==> config.mk <==
export PLATFORM = sky130hd
export DESIGN_NAME = blocfifo_top
export DESIGN_NICKNAME = d
export VERILOG_FILES = /design/src/hdl/blocfifo_pkg.sv /design/src/hdl/mem_port_if.sv /design/src/hdl/blocfifo_top.sv /design/src/hdl/dout_pipe.sv /design/src/hdl/bloc_mem.sv /design/src/hdl/seg_rd_addr_gen.sv /design/src/hdl/wr_addr_gen.sv /design/src/hdl/bloc_ctrl.sv
export SDC_FILE = /design/constraint.sdc
export NUM_CORES = 1
export LEC_CHECK = 0
export BUFFER_PORTS_ARGS = -buffer_cell sky130_fd_sc_hd__buf_2
export CAP_MARGIN = 5
export CORE_MARGIN = 2
export CORE_UTILIZATION = 55
export DETAILED_ROUTE_END_ITERATION = 6
export PLACE_DENSITY_LB_ADDON = 0.25
export SLEW_MARGIN = 30
export SYNTH_ARGS = -nofsm -noshare
export SYNTH_HDL_FRONTEND = slang
export SYNTH_SLANG_ARGS = --single-unit
==> constraint.sdc <==
create_clock -name clk_rd -period 4.9 [get_ports clk_rd]
set_input_delay 0 -clock clk_rd [delete_from_list [all_inputs] [get_ports clk_rd]]
set_output_delay 0 -clock clk_rd [all_outputs]
set_load 0.02 [all_outputs]
==> src/hdl/blocfifo_pkg.sv <==
`default_nettype none

package blocfifo_pkg;

  parameter int DATA_WIDTH     = 8;   // word width on both sides
  parameter int BLOCK_LEN_DEF  = 16;  // words per block
  parameter int BLOCK_QTY_DEF  = 4;   // blocks in the ring
  parameter int LATENCY_RD_DEF = 2;   // cycles from rd_en to rd_data

  parameter int OFFS_WIDTH  = 4;  // offset within a block
  parameter int BLOC_WIDTH  = 2;  // block number
  parameter int USED_WIDTH  = 3;  // must hold BLOCK_QTY itself
  parameter int WORD_WIDTH  = 6;  // flat word address
  parameter int INDX_WIDTH  = 5;  // longest packet is 24 words

  parameter int SEGMENT_QTY = 2;  // segments per profile
  parameter int PROFILE_QTY = 2;  // selectable profiles
  parameter int SEGM_WIDTH  = 1;  // segment number
  parameter int PROF_WIDTH  = 1;  // prof_sel width

  typedef enum logic {
    MODE_CLEAR = 1'b0,  // read once, then free
    MODE_HOLD  = 1'b1   // replay written blocks in a loop
  } bloc_mode_e;

  typedef enum logic {
    STEP_UP   = 1'b0,  // offset +1
    STEP_DOWN = 1'b1   // offset -1
  } step_dir_e;

  // profile 0 is a plain 0..15 sweep split in halves
  // profile 1 is the upper half, then the whole block backwards
  parameter logic [OFFS_WIDTH-1:0] SEGM_START [PROFILE_QTY][SEGMENT_QTY] = '{
    '{4'd0, 4'd8},
    '{4'd8, 4'd15}
  };

  parameter logic [OFFS_WIDTH-1:0] SEGM_END [PROFILE_QTY][SEGMENT_QTY] = '{
    '{4'd7,  4'd15},
    '{4'd15, 4'd0}
  };

  parameter step_dir_e SEGM_STEP [PROFILE_QTY][SEGMENT_QTY] = '{
    '{STEP_UP, STEP_UP},
    '{STEP_UP, STEP_DOWN}
  };

endpackage

`default_nettype wire
==> src/hdl/mem_port_if.sv <==
`timescale 1ns/10ps
`default_nettype none

interface mem_port_if import blocfifo_pkg::*; ();

  logic                  wr_en;    // word written this cycle
  logic [WORD_WIDTH-1:0] wr_addr;  // base + write offset
  logic [DATA_WIDTH-1:0] wr_data;
  logic                  rd_en;    // read issued this cycle
  logic [WORD_WIDTH-1:0] rd_addr;  // base + profile offset
  logic [DATA_WIDTH-1:0] rd_data;  // valid LATENCY_RD after rd_en

  modport wr_src  (output wr_en, output wr_addr, output wr_data);
  modport rd_src  (output rd_en, output rd_addr);
  modport mem     (input wr_en, input wr_addr, input wr_data,
                   input rd_en, input rd_addr, output rd_data);
  modport rd_sink (input rd_data);

endinterface

`default_nettype wire

==> src/hdl/blocfifo_top.sv <==
`timescale 1ns/10ps
`default_nettype none

module blocfifo_top import blocfifo_pkg::*; #(
  parameter int BLOCK_LEN  = BLOCK_LEN_DEF,
  parameter int BLOCK_QTY  = BLOCK_QTY_DEF,
  parameter int LATENCY_RD = LATENCY_RD_DEF
) (
  input  wire                   clk_rd,
  input  wire                   rst_n,
  input  wire bloc_mode_e       mode_sel,     // clear or hold
  input  wire                   din_valid,
  input  wire [DATA_WIDTH-1:0]  din_data,
  input  wire [PROF_WIDTH-1:0]  prof_sel,     // read profile
  input  wire                   dout_drop,    // abandon current block
  input  wire                   dout_request,
  output logic                  din_ready,
  output logic                  dout_valid,
  output logic                  dout_sop,
  output logic                  dout_eop,
  output logic [DATA_WIDTH-1:0] dout_data,
  output logic [INDX_WIDTH-1:0] dout_index,
  output logic [USED_WIDTH-1:0] bloc_used,
  output logic                  bloc_full,
  output logic                  bloc_empty,
  output logic                  overflow,
  output logic                  underflow
);

  logic [WORD_WIDTH-1:0] wr_base;
  logic [WORD_WIDTH-1:0] rd_base;
  logic                  rd_allow;
  logic                  drop_take;
  logic                  block_done;
  logic                  rd_last;
  logic                  rd_sop;
  logic                  rd_eop;

  mem_port_if mp_if ();

  bloc_ctrl #(.BLOCK_LEN(BLOCK_LEN), .BLOCK_QTY(BLOCK_QTY)) u_ctrl (
    .clk_rd, .rst_n, .mode_sel, .din_valid, .dout_request, .dout_drop,
    .block_done, .rd_last, .din_ready, .wr_base, .rd_base, .rd_allow,
    .drop_take, .bloc_used, .bloc_full, .bloc_empty, .overflow, .underflow
  );

  wr_addr_gen #(.BLOCK_LEN(BLOCK_LEN)) u_wr (
    .clk_rd, .rst_n, .din_valid, .din_ready, .din_data, .wr_base,
    .block_done, .mp(mp_if.wr_src)
  );

  seg_rd_addr_gen u_rd (
    .clk_rd, .rst_n, .prof_sel, .dout_request, .rd_allow, .drop_take,
    .rd_base, .rd_last, .rd_eop, .rd_sop, .mp(mp_if.rd_src)
  );

  bloc_mem #(.BLOCK_LEN(BLOCK_LEN), .BLOCK_QTY(BLOCK_QTY), .LATENCY_RD(LATENCY_RD)) u_mem (
    .clk_rd, .mp(mp_if.mem)
  );

  dout_pipe #(.LATENCY_RD(LATENCY_RD)) u_dout (
    .clk_rd, .rst_n, .rd_en_in(mp_if.rd_en), .rd_sop, .rd_eop,
    .mp(mp_if.rd_sink), .dout_valid, .dout_sop, .dout_eop, .dout_data,
    .dout_index
  );

endmodule

`default_nettype wire

==> src/hdl/dout_pipe.sv <==
`timescale 1ns/10ps
`default_nettype none

module dout_pipe import blocfifo_pkg::*; #(
  parameter int LATENCY_RD = LATENCY_RD_DEF
) (
  input  wire                   clk_rd,
  input  wire                   rst_n,
  input  wire                   rd_en_in,
  input  wire                   rd_sop,
  input  wire                   rd_eop,
  mem_port_if.rd_sink           mp,
  output logic                  dout_valid,
  output logic                  dout_sop,
  output logic                  dout_eop,
  output logic [DATA_WIDTH-1:0] dout_data,
  output logic [INDX_WIDTH-1:0] dout_index
);

  logic [LATENCY_RD-1:0] vld_sr;  // same depth as the memory read
  logic [LATENCY_RD-1:0] sop_sr;
  logic [LATENCY_RD-1:0] eop_sr;
  logic [INDX_WIDTH-1:0] idx_cnt;

  always_ff @(posedge clk_rd or negedge rst_n) begin
    if (!rst_n) begin
      vld_sr <= '0;
      sop_sr <= '0;
      eop_sr <= '0;
    end else begin
      vld_sr[0] <= rd_en_in;
      sop_sr[0] <= rd_sop;
      eop_sr[0] <= rd_eop;
      for (int i = 1; i < LATENCY_RD; i++) begin
        vld_sr[i] <= vld_sr[i-1];
        sop_sr[i] <= sop_sr[i-1];
        eop_sr[i] <= eop_sr[i-1];
      end
    end
  end

  assign dout_valid = vld_sr[LATENCY_RD-1];
  assign dout_sop   = sop_sr[LATENCY_RD-1];
  assign dout_eop   = eop_sr[LATENCY_RD-1];
  assign dout_data  = mp.rd_data;  // already aligned by the memory pipe

  // sop forces 0 in case a drop between reads left no eop behind
  assign dout_index = dout_sop ? '0 : idx_cnt;

  always_ff @(posedge clk_rd or negedge rst_n) begin
    if (!rst_n) begin
      idx_cnt <= '0;
    end else if (dout_eop) begin
      idx_cnt <= '0;
    end else if (dout_valid) begin
      idx_cnt <= dout_index + 1'b1;
    end
  end

endmodule

`default_nettype wire

==> src/hdl/bloc_mem.sv <==
`timescale 1ns/10ps
`default_nettype none

module bloc_mem import blocfifo_pkg::*; #(
  parameter int BLOCK_LEN  = BLOCK_LEN_DEF,
  parameter int BLOCK_QTY  = BLOCK_QTY_DEF,
  parameter int LATENCY_RD = LATENCY_RD_DEF
) (
  input  wire         clk_rd,
  mem_port_if.mem     mp
);

  localparam int DEPTH = BLOCK_LEN * BLOCK_QTY;

  logic [DATA_WIDTH-1:0] mem_arr [DEPTH];       // block ring storage
  logic [DATA_WIDTH-1:0] rd_pipe [LATENCY_RD];  // read stages

  always_ff @(posedge clk_rd) begin
    if (mp.wr_en) begin
      mem_arr[mp.wr_addr] <= mp.wr_data;
    end
  end

  always_ff @(posedge clk_rd) begin
    if (mp.rd_en) begin
      rd_pipe[0] <= mem_arr[mp.rd_addr];  // array read stage
    end
    for (int i = 1; i < LATENCY_RD; i++) begin
      rd_pipe[i] <= rd_pipe[i-1];
    end
  end

  assign mp.rd_data = rd_pipe[LATENCY_RD-1];

endmodule

`default_nettype wire

==> src/hdl/seg_rd_addr_gen.sv <==
`timescale 1ns/10ps
`default_nettype none

module seg_rd_addr_gen import blocfifo_pkg::*; (
  input  wire                   clk_rd,
  input  wire                   rst_n,
  input  wire [PROF_WIDTH-1:0]  prof_sel,
  input  wire                   dout_request,
  input  wire                   rd_allow,
  input  wire                   drop_take,
  input  wire [WORD_WIDTH-1:0]  rd_base,
  output logic                  rd_last,
  output logic                  rd_eop,
  output logic                  rd_sop,
  mem_port_if.rd_src            mp
);

  logic                  in_pkt;    // walk has left the profile start
  logic [SEGM_WIDTH-1:0] segm;      // segment once inside a packet
  logic [OFFS_WIDTH-1:0] offs;      // offset once inside a packet
  logic [SEGM_WIDTH-1:0] cur_segm;
  logic [OFFS_WIDTH-1:0] cur_offs;
  logic [SEGM_WIDTH-1:0] nxt_segm;
  logic                  seg_end;
  logic                  last_segm;
  logic                  rd_en;

  // outside a packet the walk sits at the start of the selected profile
  assign cur_segm  = in_pkt ? segm : '0;
  assign cur_offs  = in_pkt ? offs : SEGM_START[prof_sel][0];
  assign nxt_segm  = cur_segm + 1'b1;

  assign seg_end   = cur_offs == SEGM_END[prof_sel][cur_segm];
  assign last_segm = cur_segm == SEGM_WIDTH'(SEGMENT_QTY - 1);

  assign rd_en     = dout_request & rd_allow;
  assign rd_last   = rd_en & seg_end & last_segm;
  assign rd_sop    = rd_en & ~in_pkt;             // first offset of segment 0
  assign rd_eop    = rd_last | (drop_take & rd_en);

  assign mp.rd_en   = rd_en;
  assign mp.rd_addr = rd_base + WORD_WIDTH'(cur_offs);

  always_ff @(posedge clk_rd or negedge rst_n) begin
    if (!rst_n) begin
      in_pkt <= 1'b0;
      segm   <= '0;
      offs   <= '0;
    end else if (rd_last | drop_take) begin
      in_pkt <= 1'b0;  // back to profile start
      segm   <= '0;
    end else if (rd_en) begin
      in_pkt <= 1'b1;
      if (seg_end) begin
        segm <= nxt_segm;
        offs <= SEGM_START[prof_sel][nxt_segm];  // jump to next segment
      end else if (SEGM_STEP[prof_sel][cur_segm] == STEP_DOWN) begin
        segm <= cur_segm;
        offs <= cur_offs - 1'b1;
      end else begin
        segm <= cur_segm;
        offs <= cur_offs + 1'b1;
      end
    end
  end

endmodule

`default_nettype wire

==> src/hdl/wr_addr_gen.sv <==
`timescale 1ns/10ps
`default_nettype none

module wr_addr_gen import blocfifo_pkg::*; #(
  parameter int BLOCK_LEN = BLOCK_LEN_DEF
) (
  input  wire                   clk_rd,
  input  wire                   rst_n,
  input  wire                   din_valid,
  input  wire                   din_ready,
  input  wire [DATA_WIDTH-1:0]  din_data,
  input  wire [WORD_WIDTH-1:0]  wr_base,
  output logic                  block_done,
  mem_port_if.wr_src            mp
);

  logic [OFFS_WIDTH-1:0] wr_offs;  // next offset to write
  logic                  wr_take;

  assign wr_take    = din_valid & din_ready;  // accepted word
  assign block_done = wr_take & (wr_offs == OFFS_WIDTH'(BLOCK_LEN - 1));

  assign mp.wr_en   = wr_take;
  assign mp.wr_addr = wr_base + WORD_WIDTH'(wr_offs);
  assign mp.wr_data = din_data;

  always_ff @(posedge clk_rd or negedge rst_n) begin
    if (!rst_n) begin
      wr_offs <= '0;
    end else if (block_done) begin
      wr_offs <= '0;  // next block starts at offset 0
    end else if (wr_take) begin
      wr_offs <= wr_offs + 1'b1;
    end
  end

endmodule

`default_nettype wire

==> src/hdl/bloc_ctrl.sv <==
`timescale 1ns/10ps
`default_nettype none

module bloc_ctrl import blocfifo_pkg::*; #(
  parameter int BLOCK_LEN = BLOCK_LEN_DEF,
  parameter int BLOCK_QTY = BLOCK_QTY_DEF
) (
  input  wire                    clk_rd,
  input  wire                    rst_n,
  input  wire bloc_mode_e        mode_sel,
  input  wire                    din_valid,
  input  wire                    dout_request,
  input  wire                    dout_drop,
  input  wire                    block_done,    // last word of a block written
  input  wire                    rd_last,       // last offset of a packet read
  output logic                   din_ready,
  output logic [WORD_WIDTH-1:0]  wr_base,
  output logic [WORD_WIDTH-1:0]  rd_base,
  output logic                   rd_allow,
  output logic                   drop_take,
  output logic [USED_WIDTH-1:0]  bloc_used,
  output logic                   bloc_full,
  output logic                   bloc_empty,
  output logic                   overflow,
  output logic                   underflow
);

  logic [BLOC_WIDTH-1:0] wr_bloc;   // block being written
  logic [BLOC_WIDTH-1:0] rd_bloc;   // block being read
  logic                  wr_wrap;   // toggles per write lap
  logic                  rd_wrap;   // toggles per read lap
  logic [USED_WIDTH-1:0] hold_cnt;  // blocks written, saturating
  logic [USED_WIDTH-1:0] ring_used;
  logic [BLOC_WIDTH-1:0] rd_next;
  logic                  wr_at_end;
  logic                  rd_at_end;
  logic                  rd_to_zero;
  logic                  rd_step;

  // differing lap bits put the write pointer one lap ahead
  assign ring_used = USED_WIDTH'(wr_bloc) - USED_WIDTH'(rd_bloc)
                   + ((wr_wrap ^ rd_wrap) ? USED_WIDTH'(BLOCK_QTY) : '0);

  assign bloc_used  = (mode_sel == MODE_HOLD) ? hold_cnt : ring_used;
  assign bloc_full  = bloc_used == USED_WIDTH'(BLOCK_QTY);
  assign bloc_empty = bloc_used == '0;
  assign din_ready  = bloc_used < USED_WIDTH'(BLOCK_QTY);
  assign rd_allow   = bloc_used != '0;
  assign drop_take  = dout_drop & rd_allow;  // drop only counts with data

  assign wr_at_end  = wr_bloc == BLOC_WIDTH'(BLOCK_QTY - 1);
  assign rd_at_end  = rd_bloc == BLOC_WIDTH'(BLOCK_QTY - 1);
  // hold mode loops back after the last written block
  assign rd_to_zero = rd_at_end
                    | ((mode_sel == MODE_HOLD)
                       & (USED_WIDTH'(rd_bloc) + USED_WIDTH'(1) >= hold_cnt));
  assign rd_next    = rd_to_zero ? '0 : rd_bloc + 1'b1;
  assign rd_step    = rd_last | drop_take;

  always_ff @(posedge clk_rd or negedge rst_n) begin
    if (!rst_n) begin
      wr_bloc  <= '0;
      wr_base  <= '0;
      wr_wrap  <= 1'b0;
      hold_cnt <= '0;
    end else if (block_done) begin
      wr_bloc  <= wr_at_end ? '0 : wr_bloc + 1'b1;
      wr_base  <= wr_at_end ? '0 : wr_base + WORD_WIDTH'(BLOCK_LEN);
      wr_wrap  <= wr_wrap ^ wr_at_end;
      if (hold_cnt != USED_WIDTH'(BLOCK_QTY)) begin
        hold_cnt <= hold_cnt + 1'b1;
      end
    end
  end

  always_ff @(posedge clk_rd or negedge rst_n) begin
    if (!rst_n) begin
      rd_bloc <= '0;
      rd_base <= '0;
      rd_wrap <= 1'b0;
    end else if (rd_step) begin
      rd_bloc <= rd_next;
      rd_base <= rd_to_zero ? '0 : rd_base + WORD_WIDTH'(BLOCK_LEN);
      if (mode_sel == MODE_HOLD) begin
        rd_wrap <= wr_wrap ^ (rd_next > wr_bloc);  // keep lap consistent for clear mode
      end else begin
        rd_wrap <= rd_wrap ^ rd_at_end;
      end
    end
  end

  // one-cycle flow error pulses
  always_ff @(posedge clk_rd or negedge rst_n) begin
    if (!rst_n) begin
      overflow  <= 1'b0;
      underflow <= 1'b0;
    end else begin
      overflow  <= din_valid & ~din_ready;
      underflow <= dout_request & ~rd_allow;
    end
  end

endmodule

`default_nettype wire

Word-level counts from Yosys, hierarchy flattened
Memory sizes are Yosys's and may differ from the RTL's.
Cells that the tools add are included.
Widths: inputs -> output; s select.

word-level totals
  register bits = 44
  RAM bits = 528
  bits of input ports = 15
  output and inout port bits = 24
  word-level logic and storage cells = 121
  memories kept = 2

memory list
  memory         words  width  read ports  clocked after Yosys merged registers in  wr ports  RTL line        RTL
  u_mem.mem_arr  64     8      1           0                                        1         bloc_mem.sv:15  logic [DATA_WIDTH-1:0] mem_arr [DEPTH];
  u_mem.rd_pipe  2      8      2           0                                        2         bloc_mem.sv:16  logic [DATA_WIDTH-1:0] rd_pipe [LATENCY_RD];

operators by class
  add/sub/neg operators = 15
  order comparisons = 6
  equal/unequal tests = 6
  mux-type cells = 43
  bitwise gates (word level) = 25
  reduce and logical (&&, ||, !) cells = 7

operators by type and width
  kind                 count
  $mux 8               6
  $mux 4               11
  $mux 1               15
  $mux 5               3
  $add 6x4->6          2
  $add 6x5->6 const B  2
  $mux 6               2
  $and 1x1->1          11
  $add 4x1->4 const B  2
  $mux 2               4
  $ge 2x2->1 const B   3
  $mux 3               2
  $not 1->2            3
  $reduce_bool 2->1    3
  $add 5x1->5 const B  1
  $add 2x1->2 const B  2
  $eq 2x2->1 const B   2
  $eq 4x4->1           1
  $eq 4x4->1 const B   1
  $not 1->1            4
  $reduce_and 2->1     2
  $sub 4x1->4 const B  1
  $xor 1x1->1          4
  $add 2x1->3 const B  1
  other kinds (12)     14

Depth between registers and ports, before layout
Gate-level depths: netlist of run 1.

  depth in word-level cells = 13
  mapped depth = 16
  depth with buffers taken out = 13

By module
A second synthesis of run 1 with hierarchy kept.

unflattened totals
  cells, all modules = 1,282
  area total of the unflattened synthesis = 23,203.5 um2

by module, submodules not included
  module           instances  cells each  area an instance (um2)  sequential area each (um2)
  bloc_mem         1          1,003       20,556.0                15,775.1
  bloc_ctrl        1          100         1,001.0                 375.4
  seg_rd_addr_gen  1          84          715.7                   150.1
  dout_pipe        1          44          505.5                   275.3
  wr_addr_gen      1          51          425.4                   100.1

Least setup slack after synthesis of run 1
Ideal clock, no wire load.

  path type = flip-flop to flip-flop
  start = register u_rd.in_pkt
  end = memory u_mem.rd_pipe[0][2] (data pin)
  library setup time = 0.259 ns
  data arrival time = 3.236 ns
  required time = 4.641 ns
  setup slack = 1.405 ns
  cell stages (with the launch flop) = 16
  buffers on the path = 8
  period minus slack after synthesis = 3.495 ns
  path through = dfrtp_1 > buf_6 > buf_4 > clkbuf_1 > buf_1 > nand2_1 > inv_1 > ha_1 > buf_2 > buf_4 > buf_2 > clkbuf_1 > mux4_2 > a22oi_1 > a21oi_1 > o31a_1

RTL lines
  what                    RTL line               RTL
  from (decl)             seg_rd_addr_gen.sv:18  logic in_pkt;
  from (signal assigned)  seg_rd_addr_gen.sv:46  in_pkt <= 1'b0;
  from (signal assigned)  seg_rd_addr_gen.sv:50  in_pkt <= 1'b0;
  from (signal assigned)  seg_rd_addr_gen.sv:53  in_pkt <= 1'b1;
  to (decl)               bloc_mem.sv:16

Worst setup path after layout of run 1
  start = register u_ctrl.wr_bloc[0]
  end = memory u_mem.mem_arr[34][4], enable pin

between the ends
  cells in the longest elaborated chain, start to end = 7

ends and longest elaborated chain
  what                          RTL line           RTL
  from (decl)                   bloc_ctrl.sv:28    logic [BLOC_WIDTH-1:0] wr_bloc;
  from (signal assigned)        bloc_ctrl.sv:67    wr_bloc <= wr_at_end ? '0 : wr_bloc + 1'b1;
  $sub 2x2->3                   bloc_ctrl.sv:41    assign ring_used = USED_WIDTH'(wr_bloc) - USED_WIDTH'(rd_bloc)
  $add 3x3->3                   bloc_ctrl.sv:42    + ((wr_wrap ^ rd_wrap) ? USED_WIDTH'(BLOCK_QTY) : '0);
  $mux 3                        bloc_ctrl.sv:44    assign bloc_used = (mode_sel == MODE_HOLD) ? hold_cnt : ring_used;
  $lt 3x3->1                    bloc_ctrl.sv:47    assign din_ready = bloc_used < USED_WIDTH'(BLOCK_QTY);
  $and 1x1->1                   wr_addr_gen.sv:20  assign wr_take = din_valid & din_ready;
  $mux 1                        bloc_mem.sv:19     if (mp.wr_en) begin
  $mux 1 (not written as such)  bloc_mem.sv:20     mem_arr[mp.wr_addr] <= mp.wr_data;
  to (decl)                     bloc_mem.sv:15

Every way passes these cells.

==> results of run 1 <==
-- metrics by stage --
| step | setup slack, ns | util, % |
|---|---|---|
| 3_3_place_gp | 1.15 | 57.5 |
| 5_1_grt | 0.898 | 62.1 |
| 2_1_floorplan | 1.40 | - |
| 6_report | 1.12 | 62.1 |
| 4_1_cts | 1.11 | 62.0 |
| 3_5_place_dp | 1.14 | 57.5 |
-- cell families (layout without fill, tap and decap cells) --
logic type	after synthesis	after routing	synth area share, %
AND/OR/NAND/NOR	391	391	7.37
AO/OA/AOI/OAI	183	183	5.64
XOR/XNOR	12	12	0.601
multiplexers	127	127	10.0
buffers and inverters	97	200	2.38
other	1	1	0.0164
flip-flops	564	564	72.8
adder cells (fa/ha/maj)	20	20	1.16
-- state kept, by name, indices dropped and copies added (netlist names) --
name              cells
u_mem.mem_arr       512
u_mem.rd_pipe        16
u_ctrl.rd_wrap        1
u_dout.sop_sr         2
u_ctrl.underflow      1
u_rd.segm             1
u_rd.in_pkt           1
u_ctrl.wr_base        2
u_dout.eop_sr         2
u_ctrl.overflow       1
u_wr.wr_offs          4
u_dout.vld_sr         2
u_rd.offs             4
u_dout.idx_cnt        5
u_ctrl.wr_wrap        1
u_ctrl.hold_cnt       3
u_ctrl.rd_base        2
u_ctrl.wr_bloc        2
u_ctrl.rd_bloc        2
-- how the worst max path moves through the flow --
stage | cells past startpoint | slack (ns) | end
after global placement | 8 | 1.15 | u_mem.rd_pipe[0][5]$_DFFE_PP_
final | 9 | 1.12 | u_mem.mem_arr[34][4]$_DFFE_PP_
after global routing | 8 | 0.90 | u_mem.rd_pipe[0][5]$_DFFE_PP_
after CTS | 8 | 1.11 | u_mem.rd_pipe[0][5]$_DFFE_PP_
after detailed placement | 8 | 1.14 | u_mem.rd_pipe[0][5]$_DFFE_PP_
after floorplan | 15 | 1.40 | u_mem.rd_pipe[0][2]$_DFFE_PP_
-- cells in the mapped netlist (17+ instances only) --
cell / instances
edfxtp_1: 520
a32oi_1: 20
mux2i_1: 39
inv_1: 17
a21oi_1: 32
a31oi_1: 21
clkbuf_1: 26
nand3_1: 52
mux4_2: 80
dfrtp_1: 36
o21ai_0: 30
buf_2: 18
nor2_1: 113
nand2_1: 175
ha_1: 18
-- metal layers --
| layer | global-route usage, % | wire length [um] |
|---|---|---|
| met3 | 4.82 | 4700 |
| met1 | 34.8 | 21300 |
| met4 | 9.86 | 2110 |
| met5 | 0 | 0 |
| met2 | 39.1 | 24900 |
-- cell type report --
cell class,count,area [um2]
multi-input combinational,734,5690
clock buffer,78,1560
timing repair buffer,77,520
clock inverter,25,201
tap,532,666
sequential,564,16700
inverter,20,77.6
fill,2894,15500
-- power groups by stage --
stage / combinational (uW) / clock [uW] / sequential, uW
2_1_floorplan: 2310 / 0 / 5780
3_3_place_gp: 3050 / 0 / 5920
3_5_place_dp: 3080 / 0 / 5920
4_1_cts: 3100 / 4140 / 5830
5_1_grt: 3370 / 4310 / 5860
6_report: 3120 / 4100 / 5840
==> qor.txt, run 1 <==
status - finished clean
CP Cell Sequence - inv_1, ha_1, fa_1, xnor3_1, o21a_2, nand2_1, nor2_1, nand3b_1, nor2_1
cts hold-fix bufs - 8
Syn Inst Count - 1395
RSZ-0062 raised after global routing - no
post-route setup TNS - 0 ns
Ports - 39
Crit path max-delay family - simple AND/OR/NAND/NOR gates
Clock transition at path regs - 0.06 ns
CTS resizes - 0
Comb power frac - 23.9%
Max Slew Vio Count - 0
P per Cell Area - 514 nW/um2
wire per inst - 26.1 um
Critical Path Source Type - flop
root buffer cell - clkbuf_16
FF-to-FF setup slack - 1.12 ns
period utilization - 77.1%
Synth Net Count - 1430
most frequent cells in the layout - 520 x edfxtp_1, 175 x nand2_1, 111 x nor2_1, 80 x mux4_2, 56 x clkbuf_16
n_diodes - 0
share of cells above drive strength 1 - 17.2%
Hold Slack - 0.0337 ns
first-pass GRT wire length - 80.2 mm
Syn Area/Cell - 16.4 um2
critical path arrival - 4.00 ns
TritonRoute pass-1 iters - 5
critical path peak fanout - 8
placed instance area - 23500 um2
cell internal pwr - 9080 uW
Die Width - 208 um
Net Sw Frac - 30.4%
placed cell count - 1919
final design area excluding fillers - 25400 um2
clk buf depth - 3
synth-to-layout area growth - 10.9%
slew margin rel. - 35.1%
floorplan row count - 74
hpwl dp - 32.5 mm
global route overflow - 0
crit end category - flop
clock skew - 0.0306 ns
Max VDD drop - 0.249 mV
fin nets - 1487
die area - 43300 um2
initial core utilization - 56.0%
max incr delay on CP - 0.94 ns
initial drt markers - 1445
Setup Fix Bufs, Post-CTS - 0
Switch Pwr - 3970 uW
Fin. Hold Viols - 0
worst-skew pair later-pin latency - 0.61 ns
DRC - 0
largest area contributor in the netlist - edfxtp_1
initial antenna violation count - 0
H-Tree Level Count - 2
CP startpoint - u_ctrl.wr_bloc[0]$_DFFE_PN0P_
Post-Syn Area - 22900 um2
most common cell after layout, fill and taps aside - edfxtp_1
Slowest-stage cell, CP - nor2_1
WL final - 53.0 mm
Netlist cell types - 65
Final ANT Viol Nets - 0
vias - 12723
Ys Warns - 0
Port Buffers - 38
core area - 40900 um2
post-synthesis async set-or-reset flop share - 6.38%
Flop pwr share - 44.7%
clock share of power - 31.4%
worst slew pin tran - 0.970 ns
vias per std cell - 6.27
Layout Cells excl Fill - 2030
Buffers & Inverters on Critical Path - 1
most used cell, CP - nor2_1
gpl congestion - 0.944
RR Endpoint - u_mem.mem_arr[34][4]$_DFFE_PP_
final setup fails - 0
die height - 208 um
number of synthesized flops with an enable pin - 520
critical path type - reg2reg
vias in the first global route - 12890
Crit path required time - 5.12 ns
worst r2r src - u_ctrl.wr_bloc[0]$_DFFE_PN0P_
total power - 13100 uW
Most used DFF post-synth - edfxtp_1
CTS tree - yes
post-synthesis sequential area ratio - 72.8%
Seq cells post-synth - 564
gr usage total - 24.9%
largest net degree at the start of global routing - 65
hold crit path type - in2async
R2R depth - 9
P_leak - 0.00854 uW
Final Critical Period - 3.78 ns
cts bufs inserted - 55
CTS sink count - 564
max cap viols - 0
Yosys top cell area share - 68.2%
top cells by area, synth - edfxtp_1 68%, mux4_2 7.9%, dfrtp_1 3.9%
f_max - 265 MHz
No activity file was read; power rests on OpenSTA's default activity.
==> run 2: changes to the inputs <==
clock period = 3.53 ns   (was 4.9 ns; I/O delays follow)
==> run 2 against run 1 <==
Clock power rose by 40%. Combinational power rose by 48%. Flip-flop and latch count did not move. Critical path depth fell by 1. Sequential share of layout area fell by 1.6 points. Via count rose by 4.3%. Final area rose by 2.6%.
==> qor.txt, run 2 (synthesis gave the netlist of run 1 again) <==
status - finished clean
Switch Pwr - 5700 uW (+44%)
H-Tree Level Count - 2 (unchanged)
hold path start - din_data[2]
Fin. Hold Viols - 0 (unchanged)
wire per inst - 26.4 um (+1.2%)
met2 WL - 25.8 mm (+3.5%)
max cap viols - 0 (unchanged)
Ports - 39 (unchanged)
largest reg by FF count - u_mem.mem_arr
Slowest-stage cell, CP - a2111oi_0
total power - 18500 uW (+41%)
f_max - 293 MHz (+11%)
TritonRoute pass-1 iters - 5 (unchanged)
Comb power frac - 25.0% (+1.1 points)
fin nets - 1567 (+5.4%)
clk buf depth - 3 (unchanged)
Flop pwr share - 43.8% (-0.9 points)
critical path arrival - 3.89 ns (-0.11 ns)
core area - 40900 um2 (unchanged)
Final Critical Period - 3.42 ns (-0.363 ns)
Port Buffers - 38 (unchanged)
DRC - 0 (unchanged)
critical path peak fanout - 28 (+20)
P per Cell Area - 709 nW/um2 (+38%)
root buffer cell - clkbuf_16
clock share of power - 31.2% (-0.2 points)
die height - 208 um (unchanged)
P_leak - 0.00896 uW (+4.9%)
crit end category - flop
period utilization - 96.8% (+20 points)
most common cell after layout, fill and taps aside - edfxtp_1
n_diodes - 0 (unchanged)
metal1 wirelength - 22.7 mm (+6.6%)
largest net degree at the start of global routing - 48 (-26%)
CP Cell Sequence - buf_4, mux2_4, buf_12, buf_4, nand3_1, a31oi_1, a2111oi_0, o31a_1
global route overflow - 0 (unchanged)
Util after Layout - 63.7% (+1.6 points)
post-route setup TNS - 0 ns (unchanged)
initial core utilization - 56.0% (unchanged)
slew margin rel. - 27.0% (-8.1 points)
most frequent cells in the layout - 520 x edfxtp_1, 175 x nand2_1, 113 x nor2_1, 106 x buf_4, 80 x mux4_2
CTS sink count - 564 (unchanged)
worst-skew pair later-pin latency - 0.63 ns (+0.02 ns)
CTS tree - yes
share of cells above drive strength 1 - 21.1% (+3.9 points)
floorplan row count - 74 (unchanged)
CTS resizes - 0 (unchanged)
Met3 Wirelength - 4.56 mm (-3.0%)
RSZ-0062 raised after global routing - no
vias - 13274 (+4.3%)
Buffers & Inverters on Critical Path - 3 (+2)
most used cell, CP - buf_4
Max Slew Vio Count - 0 (unchanged)
initial drt markers - 1534 (+6.2%)
max FFs per register - 512 (unchanged)
final setup fails - 0 (unchanged)
gr usage total - 26.1% (+1.3 points)
hpwl dp - 35.6 mm (+9.5%)
Crit path max-delay family - compound AO/OA/AOI/OAI gates
first-pass GRT wire length - 83.9 mm (+4.7%)
Die Width - 208 um (unchanged)
cts bufs inserted - 55 (unchanged)
Clock transition at path regs - 0.06 ns (about the same)
critical path type - reg2reg
Net Sw Frac - 30.9% (+0.44 points)
gpl congestion - 1.01 (+7.2%)
vias per std cell - 6.29 (+0.33%)
Top Metal Used - met4
die area - 43300 um2 (unchanged)
Final ANT Viol Nets - 0 (unchanged)
initial antenna violation count - 0 (unchanged)
hold crit path type - in2reg
clock skew - 0.0309 ns (+0.000310 ns)
Max VDD drop - 0.487 mV (+96%)
WL final - 55.8 mm (+5.2%)
Critical Path Source Type - flop
synth-to-layout area growth - 13.7%
worst slew pin tran - 1.07 ns (+0.0975 ns)
max incr delay on CP - 0.94 ns (about the same)
vias in the first global route - 13126 (+1.8%)
Crit path required time - 4.01 ns (-1.11 ns)
Largest regs - u_mem.mem_arr (512), u_mem.rd_pipe (16), u_dout.idx_cnt (5)
cell internal pwr - 12800 uW (+41%)
worst r2r src - u_rd.in_pkt$_DFFE_PN0P_
CP startpoint - u_rd.in_pkt$_DFFE_PN0P_
## run 2: worst paths after layout
check | to | slack, ns | cells after the start
worst max-delay path | u_mem.rd_pipe[0][2]$_DFFE_PP_ | 0.11 | 8
worst min-delay path | u_mem.mem_arr[3][2]$_DFFE_PP_ | 0.008 | 1
worst max register to register | u_mem.rd_pipe[0][2]$_DFFE_PP_ | 0.11 | 8
worst min register to register | u_dout.eop_sr[1]$_DFF_PN0_ | 0.35 | 0
max in group asynchronous | u_dout.vld_sr[0]$_DFF_PN0_ | 2.98 | 2
min in group asynchronous | u_ctrl.wr_bloc[0]$_DFFE_PN0P_ | 0.03 | 2
## run 2: layout make-up
class,instances,area (um2)
Sequential cell,564,16700
Clock buffer,65,1410
Fill cell,2852,14900
Multi-Input combinational cell,734,5700
Clock inverter,39,360
Timing Repair Buffer,157,1160
Tap cell,532,666
Inverter,20,77.6
## run 2: power by group through the flow
| stage | sequential, uW | combinational (uW) | clock (uW) |
|---|---|---|---|
| 3_3_place_gp | 8190 | 4480 | 0 |
| 4_1_cts | 8070 | 4590 | 5850 |
| 5_1_grt | 8110 | 4960 | 6100 |
| 3_5_place_dp | 8200 | 4560 | 0 |
| 6_report | 8080 | 4620 | 5760 |
| 2_1_floorplan | 8020 | 3200 | 0 |
## run 2: layer usage
layer  vias to the layer above  track usage, %
li1                       5702               -
met1                      6762            37.6
met2                       670            39.7
met3                       140            4.54
met4                         0            11.7
met5                         -               0
## run 2: stage by stage
stage	hold slack, ns	area [um2]	worst slack [ns]	instances
4_1_cts	0.00346	26000	0.211	2109
3_5_place_dp	0.142	24200	0.233	1997
5_1_grt	0.0271	26000	0.0891	2111
2_1_floorplan	-0.296	22900	0.0347	1395
3_3_place_gp	0.135	24200	0.112	1997
6_report	0.00752	26000	0.114	2111
## run 2: what timing repair did
item,CTS,global route
setup buffers,0,0
endpoints found under the setup margin,0,0
endpoints found under the hold margin,117,19
hold buffers,8,1
